## config.mk

```make
export PLATFORM = sky130hd
export DESIGN_NAME = ifu_top
export DESIGN_NICKNAME = d
export VERILOG_FILES = /design/src/hw/ifu_pkg.sv /design/src/hw/inst_if.sv /design/src/hw/fetch_request.sv /design/src/hw/beat_fifo.sv /design/src/hw/inst_aligner.sv /design/src/hw/decode_buffer.sv /design/src/hw/ifu_top.sv
export SDC_FILE = /design/constraint.sdc
export NUM_CORES = 1
export LEC_CHECK = 0
export BUFFER_PORTS_ARGS = -buffer_cell sky130_fd_sc_hd__buf_2
export CORE_UTILIZATION = 46
export CTS_CLUSTER_DIAMETER = 200
export DETAILED_ROUTE_END_ITERATION = 8
export PLACE_DENSITY = 0.65
export SYNTH_ARGS = -nofsm -noshare
export SYNTH_HDL_FRONTEND = slang
export SYNTH_HIERARCHICAL = 1
export SYNTH_SLANG_ARGS = --single-unit
```

## constraint.sdc

```tcl
create_clock -name clk -period 7.5 [get_ports clk]
set_clock_uncertainty 0.15 [all_clocks]
set_input_delay 1.5 -clock clk [delete_from_list [all_inputs] [get_ports clk]]
set_output_delay 1.5 -clock clk [all_outputs]
set_load 0.02 [all_outputs]
```

## src/hw/ifu_pkg.sv

```systemverilog
package ifu_pkg;

    // byte address and memory beat
    typedef logic [63:0] addr_t;
    typedef logic [63:0] beat_t;

    // instruction word as seen by decode
    typedef logic [31:0] inst_t;

    // one 16-bit parcel
    typedef logic [15:0] half_t;

    // halfword position of the pc inside a beat
    typedef enum logic [1:0] {
        lane0 = 2'd0,
        lane1 = 2'd1,
        lane2 = 2'd2,
        lane3 = 2'd3
    } lane_t;

    // bytes fetched per read address
    localparam int BEAT_BYTES = 8;

    // low bits of a full-length instruction
    localparam logic [1:0] LEN32_MARK = 2'd3;

endpackage

```

## src/hw/inst_if.sv

```systemverilog
interface inst_if import ifu_pkg::*; ();

    logic  valid;
    logic  ready;
    inst_t inst;
    addr_t pc;
    logic  compressed;

    // producer side, valid is raised without looking at ready
    modport aligner (
        output valid,
        output inst,
        output pc,
        output compressed,
        input  ready
    );

    modport buffer (
        input  valid,
        input  inst,
        input  pc,
        input  compressed,
        output ready
    );

endinterface

```

## src/hw/fetch_request.sv

```systemverilog
module fetch_request import ifu_pkg::*; #(
    parameter addr_t RST_PC          = '0,
    parameter int    FIFO_DEPTH      = 4,
    parameter int    MAX_OUTSTANDING = 4
) (
    input  logic  clk,
    input  logic  rst_n,
    input  logic  redirect_valid,
    input  addr_t redirect_pc,
    input  logic  arready,
    input  logic  rvalid,
    input  beat_t rdata,
    input  logic  pop,
    output logic  arvalid,
    output addr_t araddr,
    output logic  push,
    output beat_t beat
);

    localparam int CRD_W = $clog2(FIFO_DEPTH + 1);
    localparam int OUT_W = $clog2(MAX_OUTSTANDING + 1);

    addr_t            pc_q;
    logic [CRD_W-1:0] credit_q;
    logic [CRD_W-1:0] credit_d;
    logic [OUT_W-1:0] out_q;
    logic [OUT_W-1:0] out_d;
    logic [OUT_W-1:0] discard_q;
    logic             arvalid_q;
    logic             ar_fire;

    assign ar_fire = arvalid_q && arready;
    assign arvalid = arvalid_q;
    assign araddr  = {pc_q[63:3], 3'b000};

    // beats for addresses issued before a redirect are dropped here
    assign push = rvalid && (discard_q == '0);
    assign beat = rdata;

    // one credit per free queue slot
    always_comb begin
        credit_d = credit_q;
        if (ar_fire && !pop) begin
            credit_d = credit_q - CRD_W'(1);
        end else if (!ar_fire && pop) begin
            credit_d = credit_q + CRD_W'(1);
        end
    end

    // addresses accepted but not answered yet
    always_comb begin
        out_d = out_q;
        if (ar_fire && !rvalid) begin
            out_d = out_q + OUT_W'(1);
        end else if (!ar_fire && rvalid) begin
            out_d = out_q - OUT_W'(1);
        end
    end

    always_ff @(posedge clk or negedge rst_n) begin
        if (!rst_n) begin
            pc_q      <= RST_PC;
            credit_q  <= CRD_W'(FIFO_DEPTH);
            out_q     <= '0;
            discard_q <= '0;
            arvalid_q <= 1'b0;
        end else if (redirect_valid) begin
            pc_q      <= redirect_pc;
            credit_q  <= CRD_W'(FIFO_DEPTH);
            out_q     <= out_d;
            // everything still unanswered belongs to the old stream
            discard_q <= out_d;
            arvalid_q <= 1'b0;
        end else begin
            if (ar_fire) begin
                pc_q <= araddr + addr_t'(BEAT_BYTES);
            end
            credit_q <= credit_d;
            out_q    <= out_d;
            if (rvalid && (discard_q != '0)) begin
                discard_q <= discard_q - OUT_W'(1);
            end
            // a stalled request keeps both limits satisfied, so it stays up
            arvalid_q <= (credit_d != '0) && (out_d < OUT_W'(MAX_OUTSTANDING));
        end
    end

endmodule

```

## src/hw/beat_fifo.sv

```systemverilog
module beat_fifo import ifu_pkg::*; #(
    parameter int FIFO_DEPTH = 4
) (
    input  logic  clk,
    input  logic  rst_n,
    input  logic  redirect_valid,
    input  logic  push,
    input  beat_t beat,
    input  logic  pop,
    output beat_t head,
    output logic  empty
);

    localparam int PTR_W = (FIFO_DEPTH > 1) ? $clog2(FIFO_DEPTH) : 1;
    localparam int CNT_W = $clog2(FIFO_DEPTH + 1);

    beat_t            mem [FIFO_DEPTH];
    logic [PTR_W-1:0] wr_ptr;
    logic [PTR_W-1:0] rd_ptr;
    logic [CNT_W-1:0] count;

    assign head  = mem[rd_ptr];
    assign empty = (count == '0);

    always_ff @(posedge clk) begin
        if (push) begin
            mem[wr_ptr] <= beat;
        end
    end

    // pointers wrap at the depth, which need not be a power of two
    always_ff @(posedge clk or negedge rst_n) begin
        if (!rst_n) begin
            wr_ptr <= '0;
            rd_ptr <= '0;
            count  <= '0;
        end else if (redirect_valid) begin
            wr_ptr <= '0;
            rd_ptr <= '0;
            count  <= '0;
        end else begin
            if (push) begin
                wr_ptr <= (wr_ptr == PTR_W'(FIFO_DEPTH - 1)) ? '0 : wr_ptr + PTR_W'(1);
            end
            if (pop) begin
                rd_ptr <= (rd_ptr == PTR_W'(FIFO_DEPTH - 1)) ? '0 : rd_ptr + PTR_W'(1);
            end
            if (push && !pop) begin
                count <= count + CNT_W'(1);
            end else if (pop && !push) begin
                count <= count - CNT_W'(1);
            end
        end
    end

endmodule

```

## src/hw/inst_aligner.sv

```systemverilog
module inst_aligner import ifu_pkg::*; #(
    parameter addr_t RST_PC = '0
) (
    input  logic  clk,
    input  logic  rst_n,
    input  logic  redirect_valid,
    input  addr_t redirect_pc,
    input  beat_t head,
    input  logic  empty,
    output logic  pop,
    inst_if.aligner out
);

    addr_t      pc_q;
    half_t      carry_q;
    logic       carry_valid_q;
    lane_t      lane;
    inst_t      window;
    logic       is32;
    logic       fill;
    logic       fire;
    logic       ends_beat;
    logic [2:0] next_pos;

    assign lane = lane_t'(pc_q[2:1]);

    // 32-bit window starting at the pc halfword
    always_comb begin
        case (lane)
            lane0:   window = head[31:0];
            lane1:   window = head[47:16];
            lane2:   window = head[63:32];
            default: window = {head[15:0], carry_q};
        endcase
    end

    assign is32 = (window[1:0] == LEN32_MARK);

    // halfword index of the next pc, relative to this beat
    assign next_pos  = {1'b0, pc_q[2:1]} + (is32 ? 3'd2 : 3'd1);
    // in lane3 the beat holding the low half was already popped
    assign ends_beat = (lane != lane3) && (next_pos >= 3'd3);

    // first beat after a jump into lane3 only primes the carry
    assign fill = (lane == lane3) && !carry_valid_q && !empty;

    always_comb begin
        if (lane == lane3) begin
            // a compressed op here lives entirely in the carry
            out.valid = carry_valid_q && (!is32 || !empty);
        end else begin
            out.valid = !empty;
        end
    end

    assign out.inst       = is32 ? window : {half_t'(0), window[15:0]};
    assign out.pc         = pc_q;
    assign out.compressed = !is32;

    assign fire = out.valid && out.ready;
    assign pop  = fill || (fire && ends_beat);

    always_ff @(posedge clk or negedge rst_n) begin
        if (!rst_n) begin
            pc_q          <= RST_PC;
            carry_valid_q <= 1'b0;
        end else if (redirect_valid) begin
            pc_q          <= redirect_pc;
            carry_valid_q <= 1'b0;
        end else begin
            if (fire) begin
                pc_q <= pc_q + (is32 ? addr_t'(4) : addr_t'(2));
            end
            if (pop) begin
                carry_valid_q <= 1'b1;
            end
        end
    end

    // upper parcel of the beat leaving the queue
    always_ff @(posedge clk) begin
        if (pop) begin
            carry_q <= head[63:48];
        end
    end

endmodule

```

## src/hw/decode_buffer.sv

```systemverilog
module decode_buffer import ifu_pkg::*; (
    input  logic  clk,
    input  logic  rst_n,
    input  logic  redirect_valid,
    inst_if.buffer in,
    input  logic  inst_ready,
    output logic  inst_valid,
    output inst_t inst,
    output addr_t inst_pc,
    output logic  inst_compressed
);

    logic [1:0] ent_valid;
    inst_t      ent_inst [2];
    addr_t      ent_pc [2];
    logic       ent_comp [2];
    logic       sel_q;
    logic       wr_sel;
    logic       load;
    logic       out_fire;

    // entry shown to decode
    assign inst_valid      = ent_valid[sel_q];
    assign inst            = ent_inst[sel_q];
    assign inst_pc         = ent_pc[sel_q];
    assign inst_compressed = ent_comp[sel_q];

    assign in.ready = !(ent_valid[0] && ent_valid[1]);
    assign load     = in.valid && in.ready;
    assign out_fire = inst_valid && inst_ready;

    // fill the visible slot first, then the other one
    assign wr_sel = ent_valid[sel_q] ? !sel_q : sel_q;

    always_ff @(posedge clk or negedge rst_n) begin
        if (!rst_n) begin
            ent_valid <= 2'b00;
            sel_q     <= 1'b0;
        end else if (redirect_valid) begin
            ent_valid <= 2'b00;
            sel_q     <= 1'b0;
        end else begin
            if (out_fire) begin
                ent_valid[sel_q] <= 1'b0;
                sel_q            <= !sel_q;
            end
            // never the slot being drained, see wr_sel
            if (load) begin
                ent_valid[wr_sel] <= 1'b1;
            end
        end
    end

    always_ff @(posedge clk) begin
        if (load) begin
            ent_inst[wr_sel] <= in.inst;
            ent_pc[wr_sel]   <= in.pc;
            ent_comp[wr_sel] <= in.compressed;
        end
    end

endmodule

```

## src/hw/ifu_top.sv

```systemverilog
module ifu_top #(
    parameter ifu_pkg::addr_t RST_PC          = '0,
    parameter int             FIFO_DEPTH      = 4,
    parameter int             MAX_OUTSTANDING = 4
) (
    input  logic           clk,
    input  logic           rst_n,
    input  logic           redirect_valid,
    input  ifu_pkg::addr_t redirect_pc,
    input  logic           arready,
    output logic           arvalid,
    output ifu_pkg::addr_t araddr,
    input  logic           rvalid,
    output logic           rready,
    input  ifu_pkg::beat_t rdata,
    output logic           inst_valid,
    input  logic           inst_ready,
    output ifu_pkg::inst_t inst,
    output ifu_pkg::addr_t inst_pc,
    output logic           inst_compressed
);

    logic           push;
    logic           pop;
    logic           empty;
    ifu_pkg::beat_t beat;
    ifu_pkg::beat_t head;

    inst_if inst_bus ();

    // queue space is reserved by credits before each address goes out
    assign rready = 1'b1;

    fetch_request #(
        .RST_PC          (RST_PC),
        .FIFO_DEPTH      (FIFO_DEPTH),
        .MAX_OUTSTANDING (MAX_OUTSTANDING)
    ) u_fetch_request (
        .clk            (clk),
        .rst_n          (rst_n),
        .redirect_valid (redirect_valid),
        .redirect_pc    (redirect_pc),
        .arready        (arready),
        .rvalid         (rvalid),
        .rdata          (rdata),
        .pop            (pop),
        .arvalid        (arvalid),
        .araddr         (araddr),
        .push           (push),
        .beat           (beat)
    );

    beat_fifo #(
        .FIFO_DEPTH (FIFO_DEPTH)
    ) u_beat_fifo (
        .clk            (clk),
        .rst_n          (rst_n),
        .redirect_valid (redirect_valid),
        .push           (push),
        .beat           (beat),
        .pop            (pop),
        .head           (head),
        .empty          (empty)
    );

    inst_aligner #(
        .RST_PC (RST_PC)
    ) u_inst_aligner (
        .clk            (clk),
        .rst_n          (rst_n),
        .redirect_valid (redirect_valid),
        .redirect_pc    (redirect_pc),
        .head           (head),
        .empty          (empty),
        .pop            (pop),
        .out            (inst_bus.aligner)
    );

    decode_buffer u_decode_buffer (
        .clk             (clk),
        .rst_n           (rst_n),
        .redirect_valid  (redirect_valid),
        .in              (inst_bus.buffer),
        .inst_ready      (inst_ready),
        .inst_valid      (inst_valid),
        .inst            (inst),
        .inst_pc         (inst_pc),
        .inst_compressed (inst_compressed)
    );

endmodule

```

==> results.tsv, run 1 <==
stage	metric	value	unit
layout	area added between synthesis and finish	13.9	%
clocking	clk sink count	612	
run_status	status	complete, no violations	
global_routing	initial antenna violation count	15	
pwr	Static Leak	11.0	nW
timing	Final period util	74.6	%
yosys	Synth Flop Type	edfxtp_1	
timing	Final min period	5.59	ns
timing	Slew Limit Fails	0	
pwr	Clock power frac	26.9	%
pwr	Net Sw Frac	32.8	%
clocking	H-tree depth	2	
min_path	Hold Path Stages	0	
clocking	number of CTS-inserted buffers	61	
worst_setup_path	Critical Path RT	7.88	ns
yosys	warnings from Yosys	6	
timing	Final Setup Violations	0	
yosys	Post-Syn Instances	1831	
floorplanning	die area	60200	µm²
yosys	number of synthesized register bits	612	
global_routing	first-pass GRT wire length	102	mm
clocking	CTS clock-pin slew for the worst setup and hold paths	0.06	ns
worst_setup_path	crit start category	flop	
drt	Avg WL per Cell	23.7	µm
timing	hold slack	0.326	ns
timing	Slew @ Worst Pin	1.16	ns
pwr	Max IR drop VDD	0.313	mV
layout	# nets final	2203	
clocking	CTS Buffer Depth	3	
global_routing	vias in the first global route	16400	
floorplanning	die height	245	µm
min_path	min-delay worst type	reg2reg	
placed_design	Setup WS pre-CTS	1.88	ns
yosys	area leader, netlist	edfxtp_1	
pwr	Pwr Density	374	nW/µm²
drt	drt first pass iters	5	
pwr	share of power burned in registers	43.1	%
worst_setup_path	critical path data arrival time	5.97	ns
yosys	synth top area cells	edfxtp_1, dfrtp_1, mux4_2, mux2_2, buf_4	
yosys	Syn Area/Cell	14.9	µm²
drt	WL final	68.1	mm
drt	# DRC	0	
floorplanning	# rows	88	
worst_setup_path	cells on worst reg2reg path	13	
run	max cap viols	0	
yosys	Post-synth ARST share	23.9	%
timing	post-route setup slack	1.91	ns
yosys	Syn Std Cell Area	27300	µm²
yosys	Post-synth EDFFs	466	
pwr	internal power	7.80	mW
global_routing	largest net degree at the start of global routing	105	
global_routing	grt ovf	0	
drt	Routed Antenna Nets	0	
clocking	CTS Hold Bufs	0	
timing	highest clock rate	0.179	GHz
placed_design	Final GP Congestion	0.914	
clocking	CTS tree	done	
pwr	Sw Pwr	3.81	mW
timing	RSZ-0062 raised after global routing	false	
worst_setup_path	Critical Path Fanout Max	34	
timing	Setup Total Neg Slack	0	ns
placed_design	IO Port Bufs	293	
pwr	power share of the combinational group	30.0	%
placed_design	DP HPWL	46.2	mm
worst_setup_path	Crit. End Element	flop	
floorplanning	Die Width	245	µm
yosys	post-synthesis sequential area ratio	64.7	%
drt	via count	16900	
clocking	root buffer cell	clkbuf_16	
yosys	Yosys cell types	65	
timing	Max-slew headroom	22.6	%
clocking	post-CTS resize count	0	
worst_setup_path	Setup Crit Path Kind	reg2reg	
yosys	top-area cell type share of the netlist area	51.3	%
clocking	setup bufs post-CTS	0	
drt	DR iter-0 viols	1598	
timing	final hold viol count	0	
clocking	Skew-Pair Late Insertion Delay	0.66	ns
drt	vias per cell	5.88	
floorplanning	Core Region	58100	µm²
layout	share of post-route cells with drive strength above 1	31.0	%
floorplanning	initial core utilization	46.9	%
floorplanning	# IOs	298	
worst_setup_path	R2R Setup Slk	1.91	ns
global_routing	total track usage	22.6	%
-- logic make-up (layout without fill, tap and decap cells) --
kind of cell / count (synthesis) / count (layout) / share of synthesized area [%]
AND/OR/NAND/NOR: 539 / 539 / 11.0
XOR/XNOR: 70 / 70 / 2.25
buffers and inverters: 191 / 463 / 4.07
multiplexers: 215 / 215 / 12.8
adder cells (fa/ha/maj): 16 / 16 / 0.790
flip-flops: 612 / 612 / 64.7
other: 2 / 8 / 0.0276
AO/OA/AOI/OAI: 186 / 186 / 4.37
-- per-stage QoR --
stage | std cells | power, mW | cell area, µm² | utilization (%)
2_1_floorplan | 1833 | 7.51 | 27300 | -
3_3_place_gp | 2755 | 8.52 | 28900 | 49.8
3_5_place_dp | 2755 | 8.61 | 28900 | 49.8
4_1_cts | 2870 | 11.7 | 31000 | 53.4
5_1_grt | 2872 | 12.2 | 31000 | 53.4
6_report | 2874 | 11.6 | 31000 | 53.4
-- power by group through the flow --
stage                     logic (mW)  registers [mW]  clock network [mW]
after floorplan                 2.49            5.01                   0
after global routing            3.75            5.09                3.32
after CTS                       3.54            5.02                3.18
final                           3.48            5.01                3.12
after global placement          3.47            5.05                   0
after detailed placement        3.53            5.08                   0
-- layout by cell type, fill, tap and decap left out, drive strengths merged, types with 8 or more instances in the layout --
master	Yosys	final
buf	105	316
o21ai	76	76
or4	31	31
dfrtp	145	145
nand2	130	130
a22oi	8	8
clkinv	0	22
nand4	70	70
and3	35	35
mux2	103	103
and4	13	13
ha	14	14
nor4	33	33
inv	32	33
xnor2	32	32
xor2	38	38
or3	12	12
o31ai	20	20
nor2b	12	12
nor2	81	81
a31oi	41	41
and2	15	15
mux4	96	96
clkbuf	54	80
edfxtp	466	466
mux2i	16	16
nand3	62	62
nor3	21	21
-- path summary, 6_finish.rpt --
kind,startpoint,end
min in group asynchronous,rst_n,u_fetch_request/pc_q[38]
hold reg to reg,u_inst_aligner/out.pc[0],u_decode_buffer/ent_pc[1][0]
max in group asynchronous,rst_n,u_beat_fifo/rd_ptr[0]
setup reg to reg,u_beat_fifo/rd_ptr[0],u_beat_fifo/count[2]
hold / removal,u_inst_aligner/out.pc[0],u_decode_buffer/ent_pc[1][0]
setup / recovery,u_beat_fifo/rd_ptr[0],u_beat_fifo/count[2]
-- Yosys cell counts (5+ instances only) --
library cell  count
edfxtp_1        466
dfrtp_1         145
nand2_1         130
mux2_2          103
mux4_2           96
nor2_1           81
o21ai_0          74
buf_4            70
nand4_1          65
nand3_1          60
clkbuf_1         54
a31oi_1          41
xor2_1           38
and3_1           35
xnor2_1          32
inv_1            30
or4_1            30
nor4_1           26
nor3_1           21
o31ai_1          20
mux2i_1          16
and2_1           15
buf_6            15
buf_2            14
ha_1             14
and4_1           13
nor2b_1          12
or3_1            12
a22oi_1           8
nand4b_1          7
o41ai_1           7
buf_1             6
o211ai_1          6
nor3b_1           5
-- routing by layer --
metal	vias up	global-route usage, %	routed length (µm)
met5	-	0	134
met3	129	4.58	5180
li1	7517	-	-
met2	678	36.7	33300
met4	18	7.45	1840
met1	8553	30.3	27600
-- layout make-up --
type,instances,area (µm²)
flip-flops and latches,612,17700
fillers,4802,27100
clock inverters,35,425
multi-input cells,1030,8540
repair buffers,316,1660
well taps,765,957
diodes,4,10.0
inverters,32,120
clock buffers,80,1660
-- worst max-delay path, stage by stage (launching register included) --
cell and delay [ns]:
dfrtp_4 0.85, mux4_2 0.62, mux4_2 0.68, nand2_1 0.20, inv_1 0.10, fa_1 0.54
a21o_1 0.12, nand3_1 0.11, a21oi_4 0.92, nor2b_1 0.14, fa_1 0.42, and3b_1 0.20
o21ai_0 0.18, nor3b_1 0.21
-- sequential cells by signal, indices dropped and copies added, names as in the netlist --
signal                        cells
u_beat_fifo/count                 3
u_beat_fifo/mem                 256
u_beat_fifo/rd_ptr                2
u_beat_fifo/wr_ptr                2
u_decode_buffer/ent_comp          2
u_decode_buffer/ent_inst         64
u_decode_buffer/ent_pc          128
u_decode_buffer/ent_valid         2
u_decode_buffer/sel_q             1
u_fetch_request/arvalid           1
u_fetch_request/credit_q          3
u_fetch_request/discard_q         3
u_fetch_request/out_q             3
u_fetch_request/pc_q             61
u_inst_aligner/carry_q           16
u_inst_aligner/carry_valid_q      1
u_inst_aligner/out.pc            64
(Power assumes the default switching activity.)
==> inputs of run 2 (changes only) <==
==> constraint.sdc (replaced) <==
create_clock -name clk -period 5.28 [get_ports clk]
set_clock_uncertainty 0.15 [all_clocks]
set_input_delay 1.056 -clock clk [delete_from_list [all_inputs] [get_ports clk]]
set_output_delay 1.056 -clock clk [all_outputs]
set_load 0.02 [all_outputs]
==> run 2 against run 1 <==
Power is 45% higher. Core utilization up 0.50 points. Sequential share of layout area decreased by 0.53 points. Via count is 1.5% higher. Sequential power rose by 41%. Critical endpoint is now u_inst_aligner/out.pc[24].
==> results.tsv, run 2 (same netlist as run 1, synthesis figures left out) <==
stage	metric	value	unit	change
timing	Setup Total Neg Slack	0	ns	unchanged
floorplanning	initial core utilization	46.9	%	unchanged
drt	via count	17200		+1.5%
layout	fill count	4704		-2.0%
worst_setup_path	Critical Path RT	5.65	ns	-2.23 ns
min_path	HP Start	u_fetch_request/out_q[2]		
worst_setup_path	critical path data arrival time	4.94	ns	-1.03 ns
floorplanning	Die Width	245	µm	unchanged
global_routing	grt ovf	0		unchanged
pwr	Pwr Density	538	nW/µm²	+44%
floorplanning	die height	245	µm	unchanged
placed_design	DP HPWL	47.0	mm	+1.7%
worst_setup_path	CP most frequent cell	mux4_2		
drt	drt first pass iters	5		unchanged
timing	highest clock rate	0.219	GHz	+22%
global_routing	vias in the first global route	16500		+0.66%
clocking	root buffer cell	clkbuf_16		
clocking	setup bufs post-CTS	0		unchanged
clocking	post-CTS resize count	0		unchanged
clocking	H-tree depth	3		+1
clocking	CTS Hold Bufs	0		unchanged
timing	Slew @ Worst Pin	0.946	ns	-0.213 ns
timing	final hold viol count	0		unchanged
worst_setup_path	crit start category	flop		
clocking	CTS clock-pin slew for the worst setup and hold paths	0.06	ns	about the same
run	max cap viols	0		unchanged
layout	Reg area	17700	µm²	unchanged
layout	area added between synthesis and finish	14.9	%	
global_routing	Most Crowded Layer GR	met2		
global_routing	first-pass GRT wire length	103	mm	+0.27%
clocking	Skew-Pair Late Insertion Delay	0.61	ns	-0.05 ns
global_routing	met2 usage	36.9	%	+0.12 points
drt	# DRC	0		unchanged
drt	Routed Antenna Nets	0		unchanged
global_routing	total track usage	22.8	%	+0.22 points
worst_setup_path	Crit. End Element	flop		
floorplanning	# IOs	298		unchanged
global_routing	initial antenna violation count	16		+1
drt	WL final	69.1	mm	+1.5%
layout	commonest cells after routing, fill and taps aside	edfxtp_1, buf_2, dfrtp_1		
global_routing	largest net degree at the start of global routing	100		-4.8%
floorplanning	# rows	88		unchanged
timing	Final period util	86.6	%	+12 points
floorplanning	Core Region	58100	µm²	unchanged
clocking	CTS Buffer Depth	3		unchanged
floorplanning	die area	60200	µm²	unchanged
timing	Slew Limit Fails	0		unchanged
worst_setup_path	Crit path max-delay family	simple AND/OR/NAND/NOR gates		
timing	RSZ-0062 raised after global routing	false		
worst_setup_path	RR Startpoint	u_beat_fifo/rd_ptr[0]		
worst_setup_path	Critical Path Start	u_beat_fifo/rd_ptr[0]		
drt	Avg WL per Cell	23.8	µm	+0.53%
worst_setup_path	CP Buf/Inv Count	2		+1
run_status	status	complete, no violations		
pwr	Max IR drop VDD	0.385	mV	+23%
layout	largest registers	u_beat_fifo/mem x256, u_decode_buffer/ent_pc x128		
clocking	number of CTS-inserted buffers	68		+11%
clocking	clk sink count	612		unchanged
drt	vias per cell	5.91		+0.55%
placed_design	Setup WS pre-CTS	0.737	ns	-1.15 ns
worst_setup_path	Max stage delay cell, worst path	or4b_2		
placed_design	IO Port Bufs	293		unchanged
worst_setup_path	Setup Crit Path Kind	reg2reg		
layout	Largest register FFs	256		unchanged
layout	Biggest register	u_beat_fifo/mem		
worst_setup_path	Critical Path Fanout Max	19		-44%
timing	post-route setup slack	0.709	ns	-1.20 ns
placed_design	Final GP Congestion	0.937		+2.5%
timing	Final min period	4.57	ns	-1.02 ns
worst_setup_path	CP max stage delay	0.70	ns	-0.22 ns
worst_setup_path	critical-path cell list	mux4_2 -> mux4_2 -> buf_4 -> nand2_1 -> inv_1 -> ha_1 -> a21o_1 -> nand3_1 -> or3_1 -> or4b_2 -> a31oi_1		
layout	commonest non-fill, non-tap cell in the layout	edfxtp_1		
min_path	min-delay worst type	reg2reg		
timing	Max-slew headroom	36.9	%	+14 points
layout	Multi-input gate area	8540	µm²	unchanged
clocking	CTS tree	done		
layout	# nets final	2223		+0.91%
global_routing	met1 Use GR	30.8	%	+0.50 points
pwr	Static Leak	11.1	nW	+1.4%
drt	DR iter-0 viols	1542		-3.5%
layout	utilization after layout	53.9	%	+0.50 points
global_routing	met3 Use GR	4.52	%	-0.065 points
timing	Final Setup Violations	0		unchanged
layout	share of post-route cells with drive strength above 1	31.5	%	+0.53 points
run 2: cell types whose count changed in the layout (fill, tap and decap cells not counted), sizes merged:
cell / change
clkinvlp: -3
clkbuf: +7
clkinv: +4
inv: +1
diode: +6
buf: +13
run 2: where the power goes:
part	internal [mW]	total [mW]	leakage, nW	switching (mW)
Combinational	1.99	5.09	4.03	3.10
Sequential	6.58	7.06	5.99	0.481
Clock	2.80	4.70	1.09	1.90
run 2: path summary, 6_finish.rpt:
path                                              to  slack [ns]  cells after the start
min in group asynchronous   u_fetch_request/pc_q[39]        0.34                      1
max in group asynchronous      u_decode_buffer/sel_q        3.58                      2
min                         u_fetch_request/out_q[2]        0.33                      1
max reg2reg                u_inst_aligner/out.pc[24]        0.71                     11
min reg2reg                 u_fetch_request/out_q[2]        0.33                      1
max                        u_inst_aligner/out.pc[24]        0.71                     11
run 2: layer usage:
| metal | wire (µm) | vias up |
|---|---|---|
| met2 | 33300 | 750 |
| met5 | 77 | - |
| met4 | 2140 | 12 |
| met3 | 5570 | 140 |
| li1 | - | 7573 |
| met1 | 28000 | 8678 |
run 2: per-stage QoR:
step | instance area [µm²] | power, mW | hold slack (ns) | instances
detailed placement | 29100 | 12.3 | 0.332 | 2768
finish | 31300 | 16.9 | 0.334 | 2902
global placement | 29100 | 12.2 | 0.319 | 2768
floorplan | 27300 | 10.6 | 0.288 | 1833
CTS | 31300 | 17.0 | 0.340 | 2892
global route | 31300 | 17.6 | 0.360 | 2895
run 2: layout make-up:
type	count	area share [%]
Timing Repair Buffer	329	5.74
Tap cell	765	3.06
Inverter	32	0.383
Clock buffer	87	5.80
Clock inverter	37	1.31
Sequential cell	612	56.4
Antenna cell	10	0.0799
Multi-Input combinational cell	1030	27.3
run 2: worst register-to-register path, cell delays in order, from the launching register on:
cell	delay (ns)
dfrtp_4	0.55
mux4_2	0.55
mux4_2	0.46
buf_4	0.23
nand2_1	0.18
inv_1	0.10
ha_1	0.29
a21o_1	0.13
nand3_1	0.28
or3_1	0.68
or4b_2	0.70
a31oi_1	0.20
